<file path="src/hw/icache_pkg.sv">
package icache_pkg;

  // bus address and instruction word width
  localparam int addr_w = 32;

  // address split for an 8 KB direct-mapped cache
  localparam int tag_w = 19;
  localparam int index_w = 7;
  localparam int offset_w = 6;

  // 16 words of 32 bits per 64-byte line
  localparam int word_sel_w = 4;
  localparam int num_lines = 128;

  // rlen code for a full line refill, 16 beats
  localparam logic [7:0] burst_last = 8'd15;

  // bits 31..28 of device space, never cached
  localparam logic [3:0] uncached_region = 4'hA;

  // fetch address
  // flat view goes on the memory bus, field view addresses the arrays
  typedef union packed {
    logic [addr_w-1:0] flat;
    struct packed {
      logic [tag_w-1:0]               tag;
      logic [index_w-1:0]             index;
      logic [word_sel_w-1:0]          word;
      logic [offset_w-word_sel_w-1:0] byte_off;
    } f;
  } icache_addr_u;

  // controller states
  typedef enum logic [2:0] {
    st_rst      = 3'd0,
    st_idle     = 3'd1,
    st_lookup   = 3'd2,
    st_refill   = 3'd3,
    st_uncached = 3'd4
  } icache_state_e;

endpackage
</file>
<file path="src/hw/icache_refill_if.sv">
`timescale 1ns/1ps

// refill beats from controller into the data array
interface icache_refill_if;

  // high only in cycles where a beat is accepted on the bus
  logic                              beat_we;
  logic [icache_pkg::index_w-1:0]    beat_index;
  logic [icache_pkg::word_sel_w-1:0] beat_word;
  logic [icache_pkg::addr_w-1:0]     beat_data;

  modport ctrl (
    output beat_we,
    output beat_index,
    output beat_word,
    output beat_data
  );

  modport array (input beat_we, input beat_index, input beat_word, input beat_data);

endinterface

</file>
<file path="src/hw/icache_tag_if.sv">
`timescale 1ns/1ps

// lookup and tag write between controller and tag store
interface icache_tag_if;

  // line being looked up or refilled
  logic [icache_pkg::tag_w-1:0]   lookup_tag;
  logic [icache_pkg::index_w-1:0] lookup_index;
  // one-cycle pulse after the last refill beat
  logic                           tag_we;
  // combinational, valid and tag equal
  logic                           hit;

  modport ctrl (output lookup_tag, output lookup_index, output tag_we, input hit);

  modport store (input lookup_tag, input lookup_index, input tag_we, output hit);

endinterface

</file>
<file path="src/hw/icache_ctrl.sv">
`timescale 1ns/1ps

module icache_ctrl (
  input  logic                          clk,
  input  logic                          rst,
  // fetch side
  input  logic [icache_pkg::addr_w-1:0] preif_raddr_i,
  input  logic                          preif_raddr_valid_i,
  // registered word from the data array
  input  logic [icache_pkg::addr_w-1:0] array_rdata_i,
  icache_tag_if.ctrl                    tag_port,
  icache_refill_if.ctrl                 refill_port,
  output logic [icache_pkg::addr_w-1:0] if_rdata_o,
  output logic                          if_rdata_valid_o,
  // memory read bus
  output logic [icache_pkg::addr_w-1:0] ram_raddr_o,
  output logic                          ram_raddr_valid_o,
  output logic [7:0]                    ram_rlen_o,
  input  logic                          ram_rdata_ready_i,
  input  logic [icache_pkg::addr_w-1:0] ram_rdata_i
);

  icache_pkg::icache_state_e            state_q;
  icache_pkg::icache_addr_u             req_q;
  icache_pkg::icache_addr_u             line_addr;
  // as wide as rlen, so an overrun past the last beat stays visible
  logic [7:0]                           beat_cnt_q;
  logic [icache_pkg::addr_w-1:0]        unc_data_q;
  logic                                 unc_ready_q;
  logic                                 tag_we_q;
  logic                                 req_uncached;
  logic                                 req_take;
  logic                                 beat_fire;
  logic                                 lookup_hit;

  // device region check on the held request
  assign req_uncached = req_q.flat[icache_pkg::addr_w-1 -: 4] == icache_pkg::uncached_region;

  // line-aligned refill address
  always_comb begin
    line_addr            = req_q;
    line_addr.f.word     = '0;
    line_addr.f.byte_off = '0;
  end

  // the uncached pulse cycle consumes the held request,
  // so it is not taken again in that cycle
  assign req_take = (state_q == icache_pkg::st_idle) && preif_raddr_valid_i && !unc_ready_q;

  // one beat moves per valid and ready cycle
  assign beat_fire = ram_raddr_valid_o && ram_rdata_ready_i;

  // cacheable hit, one cycle after capture
  assign lookup_hit = (state_q == icache_pkg::st_lookup) && tag_port.hit && !req_uncached;

  // tag store driven from the captured address
  assign tag_port.lookup_tag   = req_q.f.tag;
  assign tag_port.lookup_index = req_q.f.index;
  assign tag_port.tag_we       = tag_we_q;

  // every accepted refill beat goes straight into the array
  assign refill_port.beat_we    = beat_fire && (state_q == icache_pkg::st_refill);
  assign refill_port.beat_index = req_q.f.index;
  assign refill_port.beat_word  = beat_cnt_q[icache_pkg::word_sel_w-1:0];
  assign refill_port.beat_data  = ram_rdata_i;

  // request capture
  always_ff @(posedge clk) begin
    if (req_take) begin
      req_q.flat <= preif_raddr_i;
    end
  end

  // main FSM
  always_ff @(posedge clk) begin
    if (rst) begin
      state_q           <= icache_pkg::st_rst;
      ram_raddr_valid_o <= 1'b0;
      tag_we_q          <= 1'b0;
      unc_ready_q       <= 1'b0;
      beat_cnt_q        <= '0;
    end else begin
      // single-cycle pulses
      tag_we_q    <= 1'b0;
      unc_ready_q <= 1'b0;
      case (state_q)
        icache_pkg::st_rst: begin
          state_q <= icache_pkg::st_idle;
        end
        icache_pkg::st_idle: begin
          if (req_take) begin
            state_q <= icache_pkg::st_lookup;
          end
        end
        icache_pkg::st_lookup: begin
          if (req_uncached) begin
            // single word at the exact address
            state_q           <= icache_pkg::st_uncached;
            ram_raddr_valid_o <= 1'b1;
          end else if (!tag_port.hit) begin
            // whole line, count from word 0
            state_q           <= icache_pkg::st_refill;
            ram_raddr_valid_o <= 1'b1;
            beat_cnt_q        <= '0;
          end else begin
            state_q <= icache_pkg::st_idle;
          end
        end
        icache_pkg::st_refill: begin
          if (beat_fire) begin
            if (beat_cnt_q == icache_pkg::burst_last) begin
              // line complete, validate tag next cycle
              state_q           <= icache_pkg::st_idle;
              ram_raddr_valid_o <= 1'b0;
              tag_we_q          <= 1'b1;
            end else begin
              beat_cnt_q <= beat_cnt_q + 1'b1;
            end
          end
        end
        icache_pkg::st_uncached: begin
          if (beat_fire) begin
            state_q           <= icache_pkg::st_idle;
            ram_raddr_valid_o <= 1'b0;
            unc_ready_q       <= 1'b1;
          end
        end
        default: begin
          state_q <= icache_pkg::st_idle;
        end
      endcase
    end
  end

  // bus address and length, steady for the whole burst
  always_ff @(posedge clk) begin
    if (state_q == icache_pkg::st_lookup) begin
      if (req_uncached) begin
        ram_raddr_o <= req_q.flat;
        ram_rlen_o  <= 8'd0;
      end else begin
        ram_raddr_o <= line_addr.flat;
        ram_rlen_o  <= icache_pkg::burst_last;
      end
    end
  end

  // uncached holding register
  always_ff @(posedge clk) begin
    if ((state_q == icache_pkg::st_uncached) && beat_fire) begin
      unc_data_q <= ram_rdata_i;
    end
  end

  // output select, holding register only in the uncached pulse
  assign if_rdata_valid_o = lookup_hit || unc_ready_q;
  assign if_rdata_o       = unc_ready_q ? unc_data_q : array_rdata_i;

  // no bus request outside refill and uncached reads
  a_no_bus_idle: assert property (@(posedge clk) disable iff (rst)
    (state_q == icache_pkg::st_idle || state_q == icache_pkg::st_lookup)
      |-> !ram_raddr_valid_o);

  // CPU sees a one-cycle pulse per request
  a_valid_pulse: assert property (@(posedge clk) disable iff (rst)
    if_rdata_valid_o |=> !if_rdata_valid_o);

  // beat count stays inside the line
  a_beat_range: assert property (@(posedge clk) disable iff (rst)
    (state_q == icache_pkg::st_refill) |-> (beat_cnt_q <= icache_pkg::burst_last));

endmodule

</file>
<file path="src/flat_wrapper.sv">
// flat-port wrapper written by rule: the top's interface ports become plain ports
module icache_ctrl_flat 
  (clk, rst, preif_raddr_i, preif_raddr_valid_i, array_rdata_i, if_rdata_o, if_rdata_valid_o, ram_raddr_o, ram_raddr_valid_o, ram_rlen_o, ram_rdata_ready_i, ram_rdata_i, tag_port_lookup_tag, tag_port_lookup_index, tag_port_tag_we, tag_port_hit, refill_port_beat_we, refill_port_beat_index, refill_port_beat_word, refill_port_beat_data);
  icache_tag_if tag_port_i ();
  icache_refill_if refill_port_i ();
  input  logic clk;
  input  logic rst;
  input  logic [icache_pkg::addr_w-1:0] preif_raddr_i;
  input  logic preif_raddr_valid_i;
  input  logic [icache_pkg::addr_w-1:0] array_rdata_i;
  output logic [icache_pkg::addr_w-1:0] if_rdata_o;
  output logic if_rdata_valid_o;
  output logic [icache_pkg::addr_w-1:0] ram_raddr_o;
  output logic ram_raddr_valid_o;
  output logic [7:0] ram_rlen_o;
  input  logic ram_rdata_ready_i;
  input  logic [icache_pkg::addr_w-1:0] ram_rdata_i;
  output wire logic [$bits(tag_port_i.lookup_tag)-1:0] tag_port_lookup_tag;
  output wire logic [$bits(tag_port_i.lookup_index)-1:0] tag_port_lookup_index;
  output wire logic [$bits(tag_port_i.tag_we)-1:0] tag_port_tag_we;
  input wire logic [$bits(tag_port_i.hit)-1:0] tag_port_hit;
  output wire logic [$bits(refill_port_i.beat_we)-1:0] refill_port_beat_we;
  output wire logic [$bits(refill_port_i.beat_index)-1:0] refill_port_beat_index;
  output wire logic [$bits(refill_port_i.beat_word)-1:0] refill_port_beat_word;
  output wire logic [$bits(refill_port_i.beat_data)-1:0] refill_port_beat_data;
  assign tag_port_lookup_tag = tag_port_i.lookup_tag;
  assign tag_port_lookup_index = tag_port_i.lookup_index;
  assign tag_port_tag_we = tag_port_i.tag_we;
  assign tag_port_i.hit = tag_port_hit;
  assign refill_port_beat_we = refill_port_i.beat_we;
  assign refill_port_beat_index = refill_port_i.beat_index;
  assign refill_port_beat_word = refill_port_i.beat_word;
  assign refill_port_beat_data = refill_port_i.beat_data;
  icache_ctrl u_core (.clk(clk), .rst(rst), .preif_raddr_i(preif_raddr_i), .preif_raddr_valid_i(preif_raddr_valid_i), .array_rdata_i(array_rdata_i), .tag_port(tag_port_i), .refill_port(refill_port_i), .if_rdata_o(if_rdata_o), .if_rdata_valid_o(if_rdata_valid_o), .ram_raddr_o(ram_raddr_o), .ram_raddr_valid_o(ram_raddr_valid_o), .ram_rlen_o(ram_rlen_o), .ram_rdata_ready_i(ram_rdata_ready_i), .ram_rdata_i(ram_rdata_i));
endmodule
</file>
<file path="config.mk">
export PLATFORM = sky130hd
export DESIGN_NAME = icache_ctrl_flat
export DESIGN_NICKNAME = d
export VERILOG_FILES = /design/src/hw/icache_pkg.sv /design/src/hw/icache_refill_if.sv /design/src/hw/icache_tag_if.sv /design/src/hw/icache_ctrl.sv /design/src/flat_wrapper.sv
export SDC_FILE = /design/constraint.sdc
export NUM_CORES = 1
export LEC_CHECK = 0
export BUFFER_PORTS_ARGS = -buffer_cell sky130_fd_sc_hd__buf_2
export CORE_MARGIN = 4
export CORE_UTILIZATION = 40
export CTS_CLUSTER_DIAMETER = 60
export DETAILED_ROUTE_END_ITERATION = 7
export PLACE_DENSITY = 0.72
export SYNTH_ARGS = -nofsm -noshare
export SYNTH_HDL_FRONTEND = slang
export SYNTH_SLANG_ARGS = --single-unit
</file>
<file path="constraint.sdc">
create_clock -name clk -period 9.2 [get_ports clk]
set_input_delay 0.46 -clock clk [delete_from_list [all_inputs] [get_ports clk]]
set_output_delay 0.46 -clock clk [all_outputs]
set_load 0.01 [all_outputs]
</file>
# == After elaboration in Yosys (flattened, before gate mapping) ==
# Index checks and enable logic that the tools add are counted.
# word_totals
reg_bits,118
in_bits,101
out_inout_bits,145
word_cells,67
# op_classes
add_sub_neg,1
eq_ne,14
mux,22
bitwise,3
reduce_logical,17
# op_table
cell,count
$mux 32,1
$mux 8,4
$pmux 8 s2,1
$mux 3,5
$pmux 3 s4,1
$reduce_and 5->1,2
$add 8x1->8 const B,1
$eq 8x4->1 const B,1
$ne 2x2->1 const B,4
$logic_and 1x1->1,7
$mux 1,7
$eq 3x2->1 const B,2
$ne 2x1->1 const B,3
$eq 4x4->1 const B,1
$mux 4,1
$reduce_and 4->1,1
$eq 3x1->1 const B,1
$eq 3x3->1 const B,1
$ne 3x2->1 const B,1
$not 1->1,3
$pmux 1 s3,1
$reduce_bool 3->1,1
$reduce_or 3->1,1
$logic_not 1->1,2
4 further kinds,4

# == Longest topological paths before layout ==
# depth
depth_word,5
depth_mapped,6
mapped_depth_nobuf,5

# == Worst setup path before layout ==
# No wires, ideal clock.
# synth_timing
path_kind,reg-to-reg
from,register u_core.unc_ready_q
to,"register u_core.req_q[0] (netlist name), enable pin"
setup_ns,0.461
arrival_ns,2.841
required_ns,8.739
path_slack_ns,5.898
stages_incl_launch_ff,4
path_buffers,1
synth_period_minus_slack_ns,3.302
path_cell_list,dfxtp_1 clkbuf_1 nand2b_1 nor3_1
# synth_between
elab_chain_len,2
# synth_lines
element,line_no,source
start: declaration,icache_ctrl.sv:29,logic unc_ready_q;
start signal: assignment,icache_ctrl.sv:80,unc_ready_q <= 1'b0;
start signal: assignment,icache_ctrl.sv:85,unc_ready_q <= 1'b0;
start signal: assignment,icache_ctrl.sv:125,unc_ready_q <= 1'b1;
$logic_not 1->1,icache_ctrl.sv:48,assign req_take = (state_q == icache_pkg::st_idle) && preif_raddr_valid_i && !unc_ready_q;
$logic_and 1x1->1,icache_ctrl.sv:48,
via u_core.req_take,icache_ctrl.sv:32,logic req_take;
end: declaration,icache_ctrl.sv:24,icache_pkg::icache_addr_u req_q;
# The timed path passes the listed nets, and every way through them passes these cells.
# A chain may end at the register's enable or synchronous reset.

# == Worst setup path in the final report ==
# layout_timing
from,register u_core.unc_ready_q
to,output port if_rdata_o[4] (netlist name)
# layout_between
elab_chain_len,1
# layout_lines
element,line_no,source
$mux 32,icache_ctrl.sv:157,assign if_rdata_o = unc_ready_q ? unc_data_q : array_rdata_i;
end: declaration,flat_wrapper.sv:11,output logic [icache_pkg::addr_w-1:0] if_rdata_o;
# Every way passes these cells.

==> flow_summary_export.csv <==
group,metric,value,unit
clocking,h-tree-depth,3,
timing,hold_viol,0,
floorplanning,fp-row-count,39,
synthesis,synth_edf_count,97,
clocking,holdBufCountCts,0,
min_path,hold_class,"in -> reg",
worst_setup_path,cp.arrival,1.76,ns
synthesis,async_flop_share,0,%
synthesis,synth_seq_area_share,67.3,%
global_routing,grt_pass1_vias,3020,
synthesis,ys.flop_type,"edfxtp_1",
synthesis,synthSimpleGateAreaFrac,7.39,%
clocking,clock_path_buffers,2,
synthesis,synth-adder-area-share,0.264,%
place,hpwl,8030,um
route,dr.pass1.iters,4,
synthesis,yosys.area_share.xor_xnor,0,%
synthesis,synth_top_family_by_area,"buffers and inverters",
synthesis,synth_compound_area_share,2.90,%
pwr,leakagePower,2.43,nW
run_status,status,"finished, final reports clean",
clocking,clock_sinks,111,
floorplanning,die-height,117,um
global_routing,grt_use_total,15.1,%
clocking,cts_made_buffers,9,
route,drt-wirelength-per-cell,16.3,um
synthesis,yosys.area.top_type,"edfxtp_1",
timing,drv_slew,0,
worst_setup_path,crit_path_end_kind,"output pin",
place,numPortBuffers,241,
global_routing,grt_max_degree,36,
layout,fin_nets,593,
timing,fin_crit_sh,24.2,%
route,vias_per_cell,4.59,
clocking,postCtsSetupBuffers,0,
flow_run,maxCapViolations,0,
worst_setup_path,crit_chain,"mux2_2 -> buf_2",
synthesis,synth_seq_cells,111,
floorplanning,die-area,13700,um^2
route,drt-total-wl,10400,um
synthesis,synthMuxAreaShare,9.07,%
synthesis,synth_cell_type_count,34,
global_routing,antenna_found_initial,1,
worst_setup_path,cp_slowest_stage_delay,0.86,ns
synthesis,syn_area,4740,um^2
synthesis,synth_area_per_cell,15.0,um^2
global_routing,grt_pass1_wl,15300,um
route,drc,0,
clocking,clockRootBuffer,"clkbuf_16",
clocking,cts_tree,"yes",
global_routing,overflow,0,
timing,finalSetupViolCount,0,
route,drtIter0Drc,112,
worst_setup_path,crit_slowest_cell,"dfxtp_2",
pwr,vdd_drop_max,0.0000998,V
clocking,post_cts_resized,0,
floorplanning,pin_count,246,
place,gp_routability_congestion,0.761,
synthesis,synthTopCellsByArea,"edfxtp_1 61%, buf_4 12%, mux2_2 7.6%",
layout,areaGrowthSynthToFinish,23.3,%
timing,clock_skew,0.00658,ns
timing,slew_headroom,41.0,%
timing,fmax,450,MHz
synthesis,synth_top_area_share,61.4,%
layout,drive_gt1_share,60.3,%
floorplanning,core_area,11500,um^2
worst_setup_path,critPathKind,"reg -> out",
floorplanning,die_w,117,um
route,antenna_left,0,
synthesis,synth_cells,317,
synthesis,yosysWarnings,0,
floorplanning,start_util,41.2,%
timing,rsz0062_at_grt,"no",
clocking,clk_pin_slew_worst_paths,0.07,ns
clocking,worstSkewPairLatency,0.34,ns
timing,fin_hold_ws,0.284,ns
timing,finalSetupTns,0,ns
worst_setup_path,required,8.74,ns
timing,tightestPinTransition,0.882,ns
route,num_vias,2927,
worst_setup_path,crit_path_max_fanout,34,
timing,min_period,2.22,ns
pwr,power_density,182,nW/um^2
worst_setup_path,start_kind,"flip-flop",
-- final timing paths --
check / endpoint / from / slack (ns) / depth (start not counted)
max: if_rdata_o[4] / u_core.unc_ready_q / 6.98 / 2
min: u_core.req_q[28] / preif_raddr_i[28] / 0.28 / 1
max reg2reg: u_core.beat_cnt_q[4] / u_core.state_q[1] / 7.34 / 5
min reg2reg: u_core.ram_raddr_o[17] / u_core.req_q[17] / 0.44 / 0
-- kinds of logic after synthesis --
logic type                 Yosys count
AOI/OAI and AO/OA                   19
adders and majority gates            1
other                                1
DFF                                111
and+or+nand+nor                     60
buffers and inverters               86
muxes                               39
-- per-stage QoR --
step	power, W	setup WS [ns]	util [%]	cell area (um^2)	cells
finish	0.00106	6.98	50.8	5850	638
global route	0.00111	6.86	50.8	5850	638
CTS	0.00108	6.93	50.8	5850	637
detailed placement	0.000695	7.29	48.3	5560	623
global placement	0.000692	7.33	48.3	5560	623
floorplan	0.000656	5.90	-	4750	320
-- flip-flops by register name, summed over array words and instances (netlist names) --
signal                    count
u_core.beat_cnt_q             8
u_core.ram_raddr_o           32
u_core.ram_raddr_valid_o      1
u_core.ram_rlen_o             1
u_core.req_q                 32
u_core.state_q                3
u_core.tag_port.tag_we        1
u_core.unc_data_q            32
u_core.unc_ready_q            1
-- synth_stat cells, types with 3 or more instances --
cell type	n
edfxtp_1	97
nand2_1	17
clkbuf_1	5
buf_4	78
mux2i_1	7
dfxtp_1	14
and3_1	3
mux2_2	32
a21oi_1	7
nor2_1	5
nand2b_1	10
and2_1	8
nor3_1	5
-- metal layers --
metal	GRT usage, %	up-vias	share of wire (%)	wire, um
met5	0	-	0	0
met3	3.24	18	6.0	621
met2	26.5	126	53	5540
met1	17.2	1370	38	3950
met4	8.41	0	2.7	282
li1	-	1413	-	-
-- cell usage in the layout, fill, tap and decap left out, types with 2 or more instances in the layout --
master	synthesis	final
a21oi_1	7	7
nand2_1	17	17
edfxtp_1	97	97
mux2i_1	7	7
o21ai_0	2	2
o221ai_1	2	2
a211oi_1	2	2
buf_4	78	2
dfxtp_1	14	13
nand3_1	2	2
nor3_1	5	4
nor2_1	5	4
nor4_1	2	2
and3_1	3	3
buf_2	0	241
inv_6	0	2
conb_1	1	4
inv_1	2	2
nand4_1	2	2
mux2_2	32	32
and2_1	8	8
nand2b_1	10	10
a31oi_1	2	2
clkbuf_16	0	9
-- final cells by class --
cell class | instances | area, um^2
fillers | 955 | 5670
flip-flops and latches | 111 | 3190
clock inverters | 4 | 55.1
inverters | 3 | 11.3
clock buffers | 10 | 229
multi-input cells | 123 | 958
diodes | 1 | 2.50
well taps | 143 | 179
repair buffers | 243 | 1220
-- worst max-delay path: cells and delay by family, from the launching register on --
kind	cells	cell delay (ns)
buffers and inverters	1	0.14
multiplexers	1	0.40
flip-flops	1	0.86
-- power by group --
| part | total [W] | internal [W] | switching [W] | leakage, nW |
|---|---|---|---|---|
| clock | 0.000382 | 0.000210 | 0.000172 | 0.135 |
| sequential | 0.000577 | 0.000568 | 0.00000866 | 1.00 |
| combinational | 0.000105 | 0.0000474 | 0.0000574 | 1.30 |
| total | 0.00106 | 0.000826 | 0.000238 | 2.43 |
(Power assumes the default switching activity.)
